$ cat src/hw/mips_pkg.sv
package mips_pkg;

	// ~~~~~~~~~~~~~~~~~~~~~~~~~~~~~~~~~~~~~~~~~~~~~~~~
	// Opcode, funct and rt-field encodings
	localparam logic [5:0] op_rtype = 6'b000000, op_regimm = 6'b000001, op_j = 6'b000010;
	localparam logic [5:0] op_jal = 6'b000011, op_beq = 6'b000100, op_bne = 6'b000101;
	localparam logic [5:0] op_blez = 6'b000110, op_bgtz = 6'b000111, op_addi = 6'b001000;
	localparam logic [5:0] op_addiu = 6'b001001, op_slti = 6'b001010, op_sltiu = 6'b001011;
	localparam logic [5:0] op_andi = 6'b001100, op_ori = 6'b001101, op_xori = 6'b001110;
	localparam logic [5:0] op_lui = 6'b001111, op_rfe = 6'b010000, op_trap = 6'b010001;
	localparam logic [5:0] op_lb = 6'b100000, op_lh = 6'b100001, op_lw = 6'b100011;
	localparam logic [5:0] op_lbu = 6'b100100, op_lhu = 6'b100101, op_sb = 6'b101000;
	localparam logic [5:0] op_sh = 6'b101001, op_sw = 6'b101011;

	localparam logic [5:0] fn_sll = 6'b000000, fn_srl = 6'b000010, fn_sra = 6'b000011;
	localparam logic [5:0] fn_sllv = 6'b000100, fn_srlv = 6'b000110, fn_srav = 6'b000111;
	localparam logic [5:0] fn_jr = 6'b001000, fn_jalr = 6'b001001, fn_add = 6'b100000;
	localparam logic [5:0] fn_addu = 6'b100001, fn_sub = 6'b100010, fn_subu = 6'b100011;
	localparam logic [5:0] fn_and = 6'b100100, fn_or = 6'b100101, fn_xor = 6'b100110;
	localparam logic [5:0] fn_nor = 6'b100111, fn_slt = 6'b101010, fn_sltu = 6'b101011;

	localparam logic [4:0] rt_bgez = 5'b00001, rt_bgezal = 5'b10001;
	localparam logic [4:0] rt_bltzal = 5'b10000, rt_bltz = 5'b00000;

	// ~~~~~~~~~~~~~~~~~~~~~~~~~~~~~~~~~~~~~~~~~~~~~~~~
	// Control word layout, msb first
	localparam int ctrl_w = 14;
	localparam int alu_op_lsb = 10;            // 4 bits
	localparam int alu_src_pos = 9;            // Immediate as second operand
	localparam int reg_dst_lsb = 7;            // 2 bits, rt / rd / link
	localparam int mem_size_lsb = 5;           // 2 bits, word / half / byte
	localparam int mem_write_pos = 4;
	localparam int mem_read_pos = 3;
	localparam int mem_to_reg_lsb = 1;         // 2 bits, none / memory / ALU
	localparam int no_link_pos = 0;

	localparam logic [3:0] aop_rtype = 4'd0;   // Operation comes from funct
	localparam logic [3:0] aop_add = 4'd1;
	localparam logic [3:0] aop_addu = 4'd2;
	localparam logic [3:0] aop_slt = 4'd3;
	localparam logic [3:0] aop_sltu = 4'd4;
	localparam logic [3:0] aop_and = 4'd5;
	localparam logic [3:0] aop_or = 4'd6;
	localparam logic [3:0] aop_xor = 4'd7;
	localparam logic [3:0] aop_lui = 4'd8;
	localparam logic [3:0] aop_add_sext = 4'd9; // Address add for signed loads

	localparam int mem_words = 64;

	// Sequencer states
	localparam logic [2:0] st_idle = 3'd0, st_decode = 3'd1, st_exec = 3'd2;
	localparam logic [2:0] st_mem = 3'd3, st_wb = 3'd4;

	typedef union packed {
		struct packed {
			logic [5:0] op;
			logic [4:0] rs;
			logic [4:0] rt;
			logic [4:0] rd;
			logic [4:0] shamt;
			logic [5:0] funct;
		} r;
		struct packed {
			logic [5:0] op;
			logic [4:0] rs;
			logic [4:0] rt;
			logic [15:0] imm;
		} i;
	} instr_t;

endpackage

$ cat src/hw/alu.sv
`timescale 1ns/1ns

module alu import mips_pkg::*; (
	input logic clk,
	input logic rst_n,
	input instr_t ir,
	input logic [3:0] alu_op,
	input logic alu_src,
	input logic [31:0] rs_val,
	input logic [31:0] rt_val,
	input logic cnt_load,
	input logic shift_busy,
	input logic exec_en,
	input logic mem_en,
	input logic [31:0] mem_rdata,
	output logic [4:0] shamt_sel,
	output logic [31:0] addr,
	output logic [31:0] result
);

	logic is_shift;
	logic is_var_shift;
	logic zero_imm;
	logic [31:0] imm_ext;
	logic [31:0] op_b;
	logic [31:0] acc;
	logic [31:0] alu_val;

	assign is_shift = (ir.r.op == op_rtype) &&
		(ir.r.funct inside {fn_sll, fn_srl, fn_sra, fn_sllv, fn_srlv, fn_srav});
	assign is_var_shift = is_shift && (ir.r.funct inside {fn_sllv, fn_srlv, fn_srav});
	assign shamt_sel = !is_shift ? 5'd0 : (is_var_shift ? rs_val[4:0] : ir.r.shamt);

	assign zero_imm = alu_op inside {aop_and, aop_or, aop_xor}; // Logical immediates
	assign imm_ext = zero_imm ? {16'd0, ir.i.imm} : {{16{ir.i.imm[15]}}, ir.i.imm};
	assign op_b = alu_src ? imm_ext : rt_val;
	assign addr = rs_val + imm_ext;         // Loads and stores use a signed offset

	always_comb begin
		alu_val = 32'd0;
		case (alu_op)
			aop_rtype: begin
				case (ir.r.funct)
					fn_add, fn_addu: alu_val = rs_val + op_b;
					fn_sub, fn_subu: alu_val = rs_val - op_b;
					fn_and: alu_val = rs_val & op_b;
					fn_or: alu_val = rs_val | op_b;
					fn_xor: alu_val = rs_val ^ op_b;
					fn_nor: alu_val = ~(rs_val | op_b);
					fn_slt: alu_val = {31'd0, $signed(rs_val) < $signed(op_b)};
					fn_sltu: alu_val = {31'd0, rs_val < op_b};
					fn_sll, fn_srl, fn_sra, fn_sllv, fn_srlv, fn_srav: alu_val = acc;
					default: alu_val = 32'd0;
				endcase
			end
			aop_add, aop_addu, aop_add_sext: alu_val = rs_val + op_b;
			aop_slt: alu_val = {31'd0, $signed(rs_val) < $signed(op_b)};
			aop_sltu: alu_val = {31'd0, rs_val < op_b};
			aop_and: alu_val = rs_val & op_b;
			aop_or: alu_val = rs_val | op_b;
			aop_xor: alu_val = rs_val ^ op_b;
			aop_lui: alu_val = {ir.i.imm, 16'd0};
			default: alu_val = 32'd0;
		endcase
	end

	// Serial shifter, one position per busy cycle
	always_ff @(posedge clk or negedge rst_n) begin
		if (!rst_n) begin
			acc <= 32'd0;
		end else if (cnt_load) begin
			acc <= rt_val;
		end else if (exec_en && shift_busy) begin
			case (ir.r.funct)
				fn_sll, fn_sllv: acc <= {acc[30:0], 1'b0};
				fn_srl, fn_srlv: acc <= {1'b0, acc[31:1]};
				fn_sra, fn_srav: acc <= {acc[31], acc[31:1]};
				default: acc <= acc;
			endcase
		end
	end

	always_ff @(posedge clk or negedge rst_n) begin
		if (!rst_n) begin
			result <= 32'd0;
		end else if (mem_en) begin
			result <= mem_rdata;            // Load data replaces the address
		end else if (exec_en && !shift_busy) begin
			result <= alu_val;
		end
	end

endmodule

$ cat src/hw/control.sv
`timescale 1ns/1ns

module control import mips_pkg::*; (
	input logic [5:0] op,
	input logic [5:0] func,
	input logic [4:0] rt_field,
	output logic [ctrl_w-1:0] control_out
);

	// Places each field at its slot in the control word
	function automatic logic [ctrl_w-1:0] pack(
		input logic [3:0] aop,
		input logic src,
		input logic [1:0] dst,
		input logic [1:0] size,
		input logic mw,
		input logic mr,
		input logic [1:0] m2r,
		input logic nl
	);
		logic [ctrl_w-1:0] w;
		w = '0;
		w[alu_op_lsb +: 4] = aop;
		w[alu_src_pos] = src;
		w[reg_dst_lsb +: 2] = dst;
		w[mem_size_lsb +: 2] = size;
		w[mem_write_pos] = mw;
		w[mem_read_pos] = mr;
		w[mem_to_reg_lsb +: 2] = m2r;
		w[no_link_pos] = nl;
		return w;
	endfunction

	always_comb begin
		control_out = '0;                   // Unknown encodings retire with no effect
		case (op)
			op_rtype: begin
				case (func)
					fn_sll, fn_srl, fn_sra, fn_sllv, fn_srlv, fn_srav,
					fn_add, fn_addu, fn_sub, fn_subu, fn_and, fn_or,
					fn_xor, fn_nor, fn_slt, fn_sltu:
						control_out = pack(aop_rtype, 1'b0, 2'b01, 2'b00,
							1'b0, 1'b0, 2'b10, 1'b0);
					fn_jr: control_out = pack(aop_rtype, 1'b0, 2'b00, 2'b00,
						1'b0, 1'b0, 2'b00, 1'b1);
					fn_jalr: control_out = pack(aop_rtype, 1'b0, 2'b10, 2'b00,
						1'b0, 1'b0, 2'b00, 1'b0);
					default: control_out = '0;
				endcase
			end
			op_regimm: begin
				case (rt_field)
					rt_bgez, rt_bltz: control_out = pack(aop_add, 1'b0, 2'b00, 2'b00,
						1'b0, 1'b0, 2'b00, 1'b1);
					rt_bgezal, rt_bltzal: control_out = pack(aop_add, 1'b0, 2'b10,
						2'b00, 1'b0, 1'b0, 2'b00, 1'b0);
					default: control_out = '0;
				endcase
			end
			op_j, op_beq, op_bne, op_blez, op_bgtz:
				control_out = pack(aop_add, 1'b0, 2'b00, 2'b00, 1'b0, 1'b0, 2'b00, 1'b1);
			op_jal: control_out = pack(aop_add, 1'b0, 2'b10, 2'b00, 1'b0, 1'b0, 2'b00, 1'b0);
			op_rfe, op_trap: control_out = '0;  // Exceptions are outside this core

			// Immediate arithmetic writes rt from the ALU
			op_addi: control_out = pack(aop_add, 1'b1, 2'b00, 2'b00, 1'b0, 1'b0, 2'b10, 1'b0);
			op_addiu: control_out = pack(aop_addu, 1'b1, 2'b00, 2'b00, 1'b0, 1'b0, 2'b10, 1'b0);
			op_slti: control_out = pack(aop_slt, 1'b1, 2'b00, 2'b00, 1'b0, 1'b0, 2'b10, 1'b0);
			op_sltiu: control_out = pack(aop_sltu, 1'b1, 2'b00, 2'b00, 1'b0, 1'b0, 2'b10, 1'b0);
			op_andi: control_out = pack(aop_and, 1'b1, 2'b00, 2'b00, 1'b0, 1'b0, 2'b10, 1'b0);
			op_ori: control_out = pack(aop_or, 1'b1, 2'b00, 2'b00, 1'b0, 1'b0, 2'b10, 1'b0);
			op_xori: control_out = pack(aop_xor, 1'b1, 2'b00, 2'b00, 1'b0, 1'b0, 2'b10, 1'b0);
			op_lui: control_out = pack(aop_lui, 1'b1, 2'b00, 2'b00, 1'b0, 1'b0, 2'b10, 1'b0);

			// Loads, sign extension rides on the ALU op
			op_lb: control_out = pack(aop_add_sext, 1'b1, 2'b00, 2'b10, 1'b0, 1'b1, 2'b01, 1'b0);
			op_lbu: control_out = pack(aop_add, 1'b1, 2'b00, 2'b10, 1'b0, 1'b1, 2'b01, 1'b0);
			op_lh: control_out = pack(aop_add_sext, 1'b1, 2'b00, 2'b01, 1'b0, 1'b1, 2'b01, 1'b0);
			op_lhu: control_out = pack(aop_add, 1'b1, 2'b00, 2'b01, 1'b0, 1'b1, 2'b01, 1'b0);
			op_lw: control_out = pack(aop_add, 1'b1, 2'b00, 2'b00, 1'b0, 1'b1, 2'b01, 1'b0);

			op_sb: control_out = pack(aop_add, 1'b1, 2'b00, 2'b10, 1'b1, 1'b0, 2'b00, 1'b1);
			op_sh: control_out = pack(aop_add, 1'b1, 2'b00, 2'b01, 1'b1, 1'b0, 2'b00, 1'b1);
			op_sw: control_out = pack(aop_add, 1'b1, 2'b00, 2'b00, 1'b1, 1'b0, 2'b00, 1'b1);
			default: control_out = '0;
		endcase
	end

endmodule

$ cat src/hw/data_mem.sv
`timescale 1ns/1ns

module data_mem import mips_pkg::*; (
	input logic clk,
	input logic [31:0] addr,
	input logic we,
	input logic [1:0] mem_size,
	input logic sign_ext,
	input logic [31:0] wdata,
	output logic [31:0] rdata
);

	localparam int aw = $clog2(mem_words);

	logic [31:0] mem [mem_words];
	logic [aw-1:0] idx;
	logic [31:0] word;
	logic [7:0] byte_sel;
	logic [15:0] half_sel;

	initial begin
		for (int i = 0; i < mem_words; i++) begin
			mem[i] = 32'd0;                 // Memory starts cleared
		end
	end

	assign idx = addr[aw+1:2];              // Upper address bits wrap
	assign word = mem[idx];
	assign byte_sel = word[8*addr[1:0] +: 8];  // Little-endian lanes
	assign half_sel = word[16*addr[1] +: 16];

	always_ff @(posedge clk) begin
		if (we) begin
			case (mem_size)
				2'b10: mem[idx][8*addr[1:0] +: 8] <= wdata[7:0];
				2'b01: mem[idx][16*addr[1] +: 16] <= wdata[15:0];
				default: mem[idx] <= wdata;
			endcase
		end
	end

	always_comb begin
		case (mem_size)
			2'b10: rdata = {{24{sign_ext & byte_sel[7]}}, byte_sel};
			2'b01: rdata = {{16{sign_ext & half_sel[15]}}, half_sel};
			default: rdata = word;
		endcase
	end

endmodule

$ cat src/hw/exec_fsm.sv
`timescale 1ns/1ns

module exec_fsm import mips_pkg::*; (
	input logic clk,
	input logic rst_n,
	input logic instr_valid,
	input logic mem_read,
	input logic mem_write,
	input logic [1:0] mem_to_reg,
	input logic shift_busy,
	output logic ready,
	output logic instr_load,
	output logic cnt_load,
	output logic exec_en,
	output logic mem_en,
	output logic wb_en,
	output logic done
);

	logic [2:0] state;
	logic [2:0] state_nxt;

	always_ff @(posedge clk or negedge rst_n) begin
		if (!rst_n) begin
			state <= st_idle;
		end else begin
			state <= state_nxt;
		end
	end

	// ~~~~~~~~~~~~~~~~~~~~~~~~~~~~~~~~~~~~~~~~~~~~~~~~
	// Next state
	always_comb begin
		state_nxt = state;
		case (state)
			st_idle: begin
				if (instr_valid) begin
					state_nxt = st_decode;      // Accept edge
				end
			end
			st_decode: state_nxt = st_exec;     // Counter and shift register load here
			st_exec: begin
				if (shift_busy) begin
					state_nxt = st_exec;        // One shift step per cycle
				end else if (mem_read || mem_write) begin
					state_nxt = st_mem;
				end else begin
					state_nxt = st_wb;
				end
			end
			st_mem: state_nxt = st_wb;
			st_wb: state_nxt = st_idle;
			default: state_nxt = st_idle;
		endcase
	end

	// ~~~~~~~~~~~~~~~~~~~~~~~~~~~~~~~~~~~~~~~~~~~~~~~~
	// Strobes decoded from the state
	assign ready = (state == st_idle);
	assign instr_load = ready && instr_valid;  // Requests outside IDLE are dropped
	assign cnt_load = (state == st_decode);
	assign exec_en = (state == st_exec);
	assign mem_en = (state == st_mem);
	assign wb_en = (state == st_wb) && (mem_to_reg != 2'b00); // Only when a result exists
	assign done = (state == st_wb);

endmodule

$ cat src/hw/mips_exec_top.sv
`timescale 1ns/1ns

module mips_exec_top import mips_pkg::*; (
	input logic clk,
	input logic rst_n,
	input logic instr_valid,
	input logic [31:0] instr,
	output logic ready,
	output logic done,
	output logic wb_valid,
	output logic [4:0] wb_addr,
	output logic [31:0] wb_data
);

	instr_t ir;
	logic [ctrl_w-1:0] ctrl;
	logic [3:0] alu_op;
	logic alu_src, mem_write, mem_read;
	logic [1:0] reg_dst, mem_size, mem_to_reg;
	logic instr_load, cnt_load, exec_en, mem_en, wb_en, shift_busy;
	logic [4:0] shamt_sel, dest;
	logic [31:0] rs_val, rt_val, addr, mem_rdata, result;

	always_ff @(posedge clk) begin
		if (instr_load) begin
			ir <= instr;                    // Held until the next accept
		end
	end

	control u_control (.op(ir.r.op), .func(ir.r.funct), .rt_field(ir.i.rt),
		.control_out(ctrl));

	assign alu_op = ctrl[alu_op_lsb +: 4];
	assign alu_src = ctrl[alu_src_pos];
	assign reg_dst = ctrl[reg_dst_lsb +: 2];
	assign mem_size = ctrl[mem_size_lsb +: 2];
	assign mem_write = ctrl[mem_write_pos];
	assign mem_read = ctrl[mem_read_pos];
	assign mem_to_reg = ctrl[mem_to_reg_lsb +: 2];

	always_comb begin
		case (reg_dst)
			2'b01: dest = ir.r.rd;
			2'b10: dest = 5'd31;            // Link register
			default: dest = ir.r.rt;
		endcase
	end

	assign wb_valid = wb_en && (dest != 5'd0);
	assign wb_addr = dest;
	assign wb_data = result;

	exec_fsm u_fsm (.clk(clk), .rst_n(rst_n), .instr_valid(instr_valid),
		.mem_read(mem_read), .mem_write(mem_write), .mem_to_reg(mem_to_reg),
		.shift_busy(shift_busy), .ready(ready), .instr_load(instr_load),
		.cnt_load(cnt_load), .exec_en(exec_en), .mem_en(mem_en), .wb_en(wb_en), .done(done));

	shift_counter u_shift_cnt (.clk(clk), .rst_n(rst_n), .cnt_load(cnt_load),
		.cnt_en(exec_en), .amount(shamt_sel), .busy(shift_busy));

	alu u_alu (.clk(clk), .rst_n(rst_n), .ir(ir), .alu_op(alu_op), .alu_src(alu_src),
		.rs_val(rs_val), .rt_val(rt_val), .cnt_load(cnt_load), .shift_busy(shift_busy),
		.exec_en(exec_en), .mem_en(mem_en), .mem_rdata(mem_rdata),
		.shamt_sel(shamt_sel), .addr(addr), .result(result));

	reg_file u_regs (.clk(clk), .rst_n(rst_n), .ra(ir.r.rs), .rb(ir.r.rt),
		.we(wb_valid), .wa(dest), .wd(result), .qa(rs_val), .qb(rt_val));

	data_mem u_dmem (.clk(clk), .addr(addr), .we(mem_en && mem_write), .mem_size(mem_size),
		.sign_ext(alu_op == aop_add_sext), .wdata(rt_val), .rdata(mem_rdata));

endmodule

$ cat src/hw/reg_file.sv
`timescale 1ns/1ns

module reg_file (
	input logic clk,
	input logic rst_n,
	input logic [4:0] ra,
	input logic [4:0] rb,
	input logic we,
	input logic [4:0] wa,
	input logic [31:0] wd,
	output logic [31:0] qa,
	output logic [31:0] qb
);

	logic [31:0] regs [32];

	always_ff @(posedge clk or negedge rst_n) begin
		if (!rst_n) begin
			for (int i = 0; i < 32; i++) begin
				regs[i] <= 32'd0;
			end
		end else if (we && (wa != 5'd0)) begin
			regs[wa] <= wd;                 // r0 is never written
		end
	end

	// Asynchronous read ports
	assign qa = (ra == 5'd0) ? 32'd0 : regs[ra];
	assign qb = (rb == 5'd0) ? 32'd0 : regs[rb];

endmodule

$ cat src/hw/shift_counter.sv
`timescale 1ns/1ns

module shift_counter (
	input logic clk,
	input logic rst_n,
	input logic cnt_load,
	input logic cnt_en,
	input logic [4:0] amount,
	output logic busy
);

	logic [4:0] count;

	always_ff @(posedge clk or negedge rst_n) begin
		if (!rst_n) begin
			count <= 5'd0;
		end else if (cnt_load) begin
			count <= amount;                // Zero amount means no shift cycles
		end else if (cnt_en && (count != 5'd0)) begin
			count <= count - 5'd1;
		end
	end

	// Steps still owed to the shift register
	assign busy = (count != 5'd0);

endmodule

$ cat config.mk
export PLATFORM = sky130hd
export DESIGN_NAME = mips_exec_top
export DESIGN_NICKNAME = d
export VERILOG_FILES = /design/src/hw/mips_pkg.sv /design/src/hw/alu.sv /design/src/hw/control.sv /design/src/hw/data_mem.sv /design/src/hw/exec_fsm.sv /design/src/hw/mips_exec_top.sv /design/src/hw/reg_file.sv /design/src/hw/shift_counter.sv
export SDC_FILE = /design/constraint.sdc
export NUM_CORES = 2
export LEC_CHECK = 0
export BUFFER_PORTS_ARGS = -buffer_cell sky130_fd_sc_hd__clkbuf_2
export CORE_MARGIN = 1.5
export CORE_UTILIZATION = 40
export CTS_CLUSTER_DIAMETER = 150
export DETAILED_ROUTE_END_ITERATION = 10
export PLACE_DENSITY = 0.58
export SLEW_MARGIN = 40
export SYNTH_ARGS = -nofsm -noshare
export SYNTH_HDL_FRONTEND = slang
export SYNTH_SLANG_ARGS = --single-unit
export TNS_END_PERCENT = 1
$ cat constraint.sdc
create_clock -name clk -period 7.2 [get_ports clk]
set_clock_uncertainty 0.2 [all_clocks]
set_input_delay 0.72 -clock clk [delete_from_list [all_inputs] [get_ports clk]]
set_output_delay 0.72 -clock clk [all_outputs]
set_load 0.1 [all_outputs]
; ---- Yosys cells after proc, flatten, opt, wreduce, memory -nomap -nowiden
; Memories as Yosys holds them, arrays and structs flattened. A register that Yosys moved wholly into a read port is not among the register bits.
; Cells that the tools add are included.
[totals]
output_inout_bits = 40
register_bits = 1128
mem_bits_rw = 2048
memories = 2
mem_bits_ro = 256
[op_classes]
order_cmp = 6
mux = 106
reduce_logical = 41
n_eq_ne = 60
bitwise_logic = 73
n_shift = 6
addsub = 6
[mem_list]
columns = memory, depth, word_bits, read_ports, rd_ports_with_merged_regs, write_ports, line_no
row1 = u_dmem.mem, 64, 32, 1, 0, 1, data_mem.sv:15  ; logic [31:0] mem [mem_words];
row2 = (no name shown), 64, 4, 1, 1, 0, control.sv:38  ; case (func)
[op_table]
columns = op, count
row1 = 1024-bit bitwise mux, 1
row2 = 32-bit two-way mux, 15
row3 = 32-bit binary-select mux with 5-bit select, 2
row4 = 32-bit case mux with 9 select lines, 1
row5 = 14-bit case mux with 20 select lines, 1
row6 = 32-bit case mux with 8 select lines, 1
row7 = 32-bit demux with 5-bit select, 1
row8 = "6-bit == test, second input constant", 18
row9 = 32-bit case mux with 3 select lines, 1
row10 = 1-bit two-way mux, 71
row11 = 5-bit negation with 34-bit output, 2
row12 = 32-bit < comparator, 2
row13 = 1-bit OR, 64
row14 = 32-bit case mux with 2 select lines, 1
row15 = "6-bit by 4-bit == test with 1-bit output, second input constant", 8
row16 = "6-bit by 3-bit == test with 1-bit output, second input constant", 7
row17 = "16-bit by 34-bit variable shift with 32-bit output, first input constant", 1
row18 = "8-bit by 34-bit variable shift with 32-bit output, first input constant", 1
row19 = 16-bit by 34-bit indexed part select with 32-bit output, 1
row20 = 8-bit by 34-bit indexed part select with 32-bit output, 1
row21 = 32-bit adder, 1
row22 = 32-bit bitwise AND, 1
row23 = 32-bit NOT, 1
row24 = 32-bit OR, 1
row25 = other kinds (48), 94

; ---- Longest topological paths before layout
[logic_depth]
ltp_word = 14
depth_mapped = 28
depth_no_buf = 19

; ---- Modules after synthesis
; From an unflattened synthesis, not the netlist that was laid out.
[unflattened]
cells_unflattened = 10028
hier_area_um2 = 146992.2
[by_module_without_submodules]
columns = mod, area_each_um2, instances, cells_per_inst
row1 = data_mem, 79095.9, 1, 4583
row2 = reg_file, 54412.2, 1, 3702
row3 = alu, 11548.6, 1, 1581
row4 = mips_exec_top, 1112.3, 1, 56
row5 = control, 342.8, 1, 54
row6 = shift_counter, 292.8, 1, 32
row7 = exec_fsm, 187.7, 1, 20

; ---- Worst setup path before layout
; Ideal clock, no wire load.
[synth_path]
path_type = register to register
from = reg ir[21] (netlist name)
to = mem u_dmem.mem[0][10], data pin
path_slack_ns = -0.258
setup_ns = 0.552
period_less_slack_ns = 7.458
required_time_ns = 6.448
arrival_ns = 6.706
stages_incl_launch_ff = 17
cell_sequence = edfxtp_1 buf_6 buf_6 clkbuf_1 buf_1 mux4_2 mux4_2 mux2i_1 nor2_1 ha_1 fa_1 clkinv_1 clkbuf_1 ha_1 nand2b_1 a211o_1 o22ai_1
[synth_between]
elab_chain_len = 11
word_cells_on_any_way = 15
[synth_lines]
columns = element, line_no
row1 = "start, declared", mips_exec_top.sv:15  ; instr_t ir;
row2 = "start signal, assigned", mips_exec_top.sv:26  ; ir <= instr;
row3 = 5-bit NOT with 6-bit output (implied by the code), reg_file.sv:28  ; assign qa = (ra == 5'd0) ? 32'd0 : regs[ra];
row4 = 32-bit binary-select mux with 5-bit select, reg_file.sv:28
row5 = 32-bit two-way mux (implied by the code) (2 in a row), reg_file.sv:28
row6 = 32-bit two-way mux (*), reg_file.sv:28
row7 = 8-bit adder (*), alu.sv:37  ; assign addr = rs_val + imm_ext;
row8 = 5-bit negation with 34-bit output, data_mem.sv:36  ; 2'b01: mem[idx][16*addr[1] +: 16] <= wdata[15:0];
row9 = 16-bit by 34-bit variable shift with 32-bit output, data_mem.sv:36
row10 = 32-bit two-way mux (implied by the code), data_mem.sv:36
row11 = 1-bit two-way mux (no source line) (*) (2 in a row), --
row12 = "end, declared", data_mem.sv:15
; Mark *: on every way between the ends. The rest lies on a longest branch, timed or not. The select of a mux whose other input is x is not followed.

; ---- Worst setup path in the final report
[layout_path]
from = reg ir[21] (netlist name)
to = reg u_alu.result[20]
[layout_between]
elab_chain_len = 11
word_cells_on_any_way = 23
[layout_lines]
columns = element, line_no
row1 = 5-bit NOT with 6-bit output (implied by the code), reg_file.sv:28
row2 = 32-bit binary-select mux with 5-bit select, reg_file.sv:28
row3 = 32-bit two-way mux (implied by the code) (2 in a row), reg_file.sv:28
row4 = 32-bit two-way mux (*), reg_file.sv:28
row5 = 8-bit adder or 32-bit OR (tied branches), --
row6 = memory 64 x 32 bit or 32-bit NOT (tied branches), --
row7 = 32-bit by 6-bit indexed part select with 16-bit output (tied with other cells), data_mem.sv:30  ; assign half_sel = word[16*addr[1] +: 16];
row8 = 1-bit bitwise AND (tied with other cells), data_mem.sv:45  ; 2'b01: rdata = {{16{sign_ext & half_sel[15]}}, half_sel};
row9 = 32-bit case mux with 2 select lines or 32-bit two-way mux (tied branches), "data_mem.sv:43, alu.sv:88"
row10 = 32-bit two-way mux (*), alu.sv:86  ; end else if (mem_en) begin
row11 = "end signal, assigned", alu.sv:87  ; result <= mem_rdata;
row12 = "end signal, assigned", alu.sv:89  ; result <= alu_val;
row13 = "end, declared", alu.sv:18  ; output logic [31:0] result
; Marked as above.
; A chain may end at the register's enable or synchronous reset.

==> impl_metrics.csv <==
group,metric,value,unit
final_layout,drive_above_1_share,0.315,
floorplanning,dieArea,372000,sq um
final_layout,register_area,89900,sq um
detailed_routing,routedWlPerCell,33.9,microns
floorplanning,ios,75,
synth,synth_top_family_by_area,"multiplexers",
synth,synth_fa_ha_area_frac,0.0102,
pwr,finalPower,52.6,mW
detailed_routing,drtPass1Iterations,8,
final_layout,multi_input_area,54700,sq um
timing,slew_headroom,0.351,
place,post-place-ws,-581,ps
timing,hold_ws,172,ps
run,drv_cap,0,
floorplanning,rows,222,
synth,synth-compound-area-share,0.0879,
synth,synth_edf_count,2080,
detailed_routing,wl,542,mm
timing,finalSetupViolCount,0,
timing,drv_slew,0,
pwr,p_leak,62.7,nW
synth,syn_avg_cell_area,14.3,sq um
synth,synth-seq-area-share,0.610,
synth,yosys-top-cells-area,"edfxtp_1 (42%), dfrtp_1 (19%), mux4_2 (9.7%), mux2_2 (7.9%), mux2i_1 (2.2%)",
critical_path,path_common_cell,"buf_4",
grt,grt_pass1_vias,101000,
detailed_routing,ant_nets,0,
cts,cts_root_buf,"clkbuf_16",
grt,grt_pass1_wl,764,mm
cts,htreeDepth,5,
timing,fin_ws,27.8,ps
critical_path,worstSetupPathType,"flip-flop to flip-flop",
cts,cts_buffers,338,
final_layout,area_growth,16.7,%
critical_path,end_kind,"flip-flop",
critical_path,critPathRequiredTime,7780,ps
grt,antenna_found_initial,25,
synth,synth_cell_types,108,
cts,cts_tree,"built",
timing,period_share,0.996,
detailed_routing,vias_per_cell,6.36,
worst_hold_path,holdPathStages,0,
place,hpwl,361,mm
synth,yosysTopAreaCell,"edfxtp_1",
critical_path,r2r-start,"ir[21]$_DFFE_PP_",
pwr,peakVddDrop,0.208,mV
critical_path,cp_num_cells,22,
timing,hold_violations,0,
detailed_routing,drc,0,
worst_hold_path,hp-class,"flip-flop to flip-flop",
critical_path,startpoint,"ir[21]$_DFFE_PP_",
pwr,cellPowerDensity,306,nW/um^2
critical_path,startpoint_type,"flip-flop",
detailed_routing,detail_route.iter0.violations,12600,
timing,tightest_slew,970,ps
cts,clockBufferDepth,4,
critical_path,reg2reg_to,"u_alu.result[20]$_DFFE_PN0P_",
critical_path,path_cells,"buf_4 > buf_6 > mux4_2 > mux4_2 > nand2_1 > a21o_1 > inv_1 > ha_1 > nor2b_1 > a221o_1 > or3_4 > nand2_2 > buf_4 > a221oi_1 > a2111oi_4 > buf_4 > o32ai_4 > buf_4 > a22oi_4 > a21oi_2 > buf_4 > or3_1",
floorplanning,die_h,610,microns
synth,synth.cell_area,147000,sq um
synth,synthArstFlopShare,0.345,
cts,numClockSinks,3178,
final_layout,nets,11000,
critical_path,critPathTopFamily,"compound AO/OA/AOI/OAI gates",
critical_path,critical_path.max_stage_delay,550,ps
place,portBuffers,74,
critical_path,reg2reg_depth,22,
final_layout,fillCellCount,31800,
synth,synth_top_area_share,0.424,
synth,muxShareOfSynthArea,0.199,
floorplanning,die_width,610,microns
critical_path,crit_path_top_delay_cell,"a2111oi_4",
synth,synthSimpleGateAreaFrac,0.0626,
synth,syn_nets,10500,
place,globalplace.congestion,0.968,
synth,synth_common_cells,"edfxtp_1 (2080), dfrtp_1 (1096), mux2_2 (1034)",
synth,synth_ff_type,"edfxtp_1",
timing,totalNegativeSetupSlack,0,ps
critical_path,worstPathMaxFanout,15,
synth,synth_seq_cells,3178,
cts,insertion_delay,1000,ps
outcome,status,"complete, no violations",
grt,grt_usage,0.285,
critical_path,worst-path-buf-inv,7,
grt,overflow,0,
synth,yosysMostFrequentCell,"edfxtp_1",
synth,ys_warn_count,0,
floorplanning,core_area,366000,sq um
critical_path,critPathCapture,"u_alu.result[20]$_DFFE_PN0P_",
detailed_routing,vias,101000,
timing,fmax,139,MHz
grt,grt_max_degree,156,
synth,synth-xor-area-share,0.00271,
timing,min_period,7170,ps
synth,synth_cells,10300,
critical_path,worstPathArrival,7750,ps
critical_path,reg2reg_slack,30,ps
cts,clkTransAtPathRegs,60,ps
floorplanning,initial_core_util,0.403,
-- cell families (layout without fill, tap and decap cells) --
| logic type | count (synthesis) | count (layout) |
|---|---|---|
| AOI/OAI and AO/OA | 1872 | 1872 |
| xor gates and xnor gates | 43 | 43 |
| adders and majority gates | 118 | 118 |
| buffers and inverters | 1032 | 1869 |
| DFF | 3178 | 3178 |
| muxes | 2000 | 2000 |
| other | 0 | 9 |
| and+or+nand+nor | 2063 | 2063 |
-- registers in the layout, summed over array words and instances, names as in the netlist, named ones only --
name and cells:
ir 32, u_regs.regs 1024, u_alu.acc 32, u_fsm.state 3, u_dmem.mem 2048, u_alu.result 32
u_shift_cnt.count 5
-- through the flow --
stage               area (sq um)  cells  utilization
floorplan                 147000  10300            -
global placement          160000  15300        0.436
detailed placement        160000  15300        0.437
CTS                       172000  15900        0.469
global route              172000  16000        0.470
finish                    172000  16000        0.470
-- routing by layer --
metal,vias to the layer above,wire length (microns),global-route usage,part of all wire
met5,-,161,0,0.00030
met4,22,32600,0.147,0.060
met3,1277,49500,0.0520,0.091
met2,5679,250000,0.450,0.46
met1,53100,210000,0.378,0.39
li1,41400,-,-,-
-- cell type report --
class	count	share of cell area
flip-flops and latches	3178	0.523
multi-input cells	6096	0.318
repair buffers	1108	0.0576
clock buffers	429	0.0532
well taps	4816	0.0350
clock inverters	190	0.0108
inverters	142	0.00310
diodes	9	0.000131
-- cells in the final DEF (no fill, tap or decap), types with 99 or more instances in the layout --
master and instances:
edfxtp_1 2080, dfrtp_1 1093, mux2_2 1034, buf_4 865, nand2_1 762, mux4_2 633, nor2_1 472, a21oi_1 381
clkbuf_16 346, mux2i_1 323, o21ai_0 264, nand3_1 206, o22ai_1 205, inv_1 139, buf_12 115, ha_1 109
nor3_1 103, a22oi_1 99
-- worst min-delay path by stage --
stage                                        from                             to  slack (ps)
floorplan                                   rst_n       u_alu.acc[0]$_DFFE_PN0P_         220
global placement    u_regs.regs[1000]$_DFFE_PN0P_  u_regs.regs[1000]$_DFFE_PN0P_         160
detailed placement  u_regs.regs[1007]$_DFFE_PN0P_  u_regs.regs[1007]$_DFFE_PN0P_         160
CTS                 u_regs.regs[1007]$_DFFE_PN0P_  u_regs.regs[1007]$_DFFE_PN0P_         180
global route        u_regs.regs[1000]$_DFFE_PN0P_  u_regs.regs[1000]$_DFFE_PN0P_         180
finish              u_regs.regs[1016]$_DFFE_PN0P_  u_regs.regs[1016]$_DFFE_PN0P_         170
-- power by group --
part / internal [mW] / total (mW) / leakage, nW / switching (mW)
clock: 9.91 / 17.4 / 5.38 / 7.54
combinational: 4.72 / 14.9 / 27.6 / 10.2
sequential: 19.8 / 20.2 / 29.7 / 0.498
-- repair_timing --
action / 4_1_cts / 5_1_grt
buffers inserted: 2 / 4
setup endpoints to repair: 34 / 31
hold endpoints to repair: 401 / 0
hold buffers: 35 / 0
resized for setup: 14 / 15
cloned: 0 / 1
pin swaps: 1 / 1
Note: power is estimated with default switching activity, not from simulation.
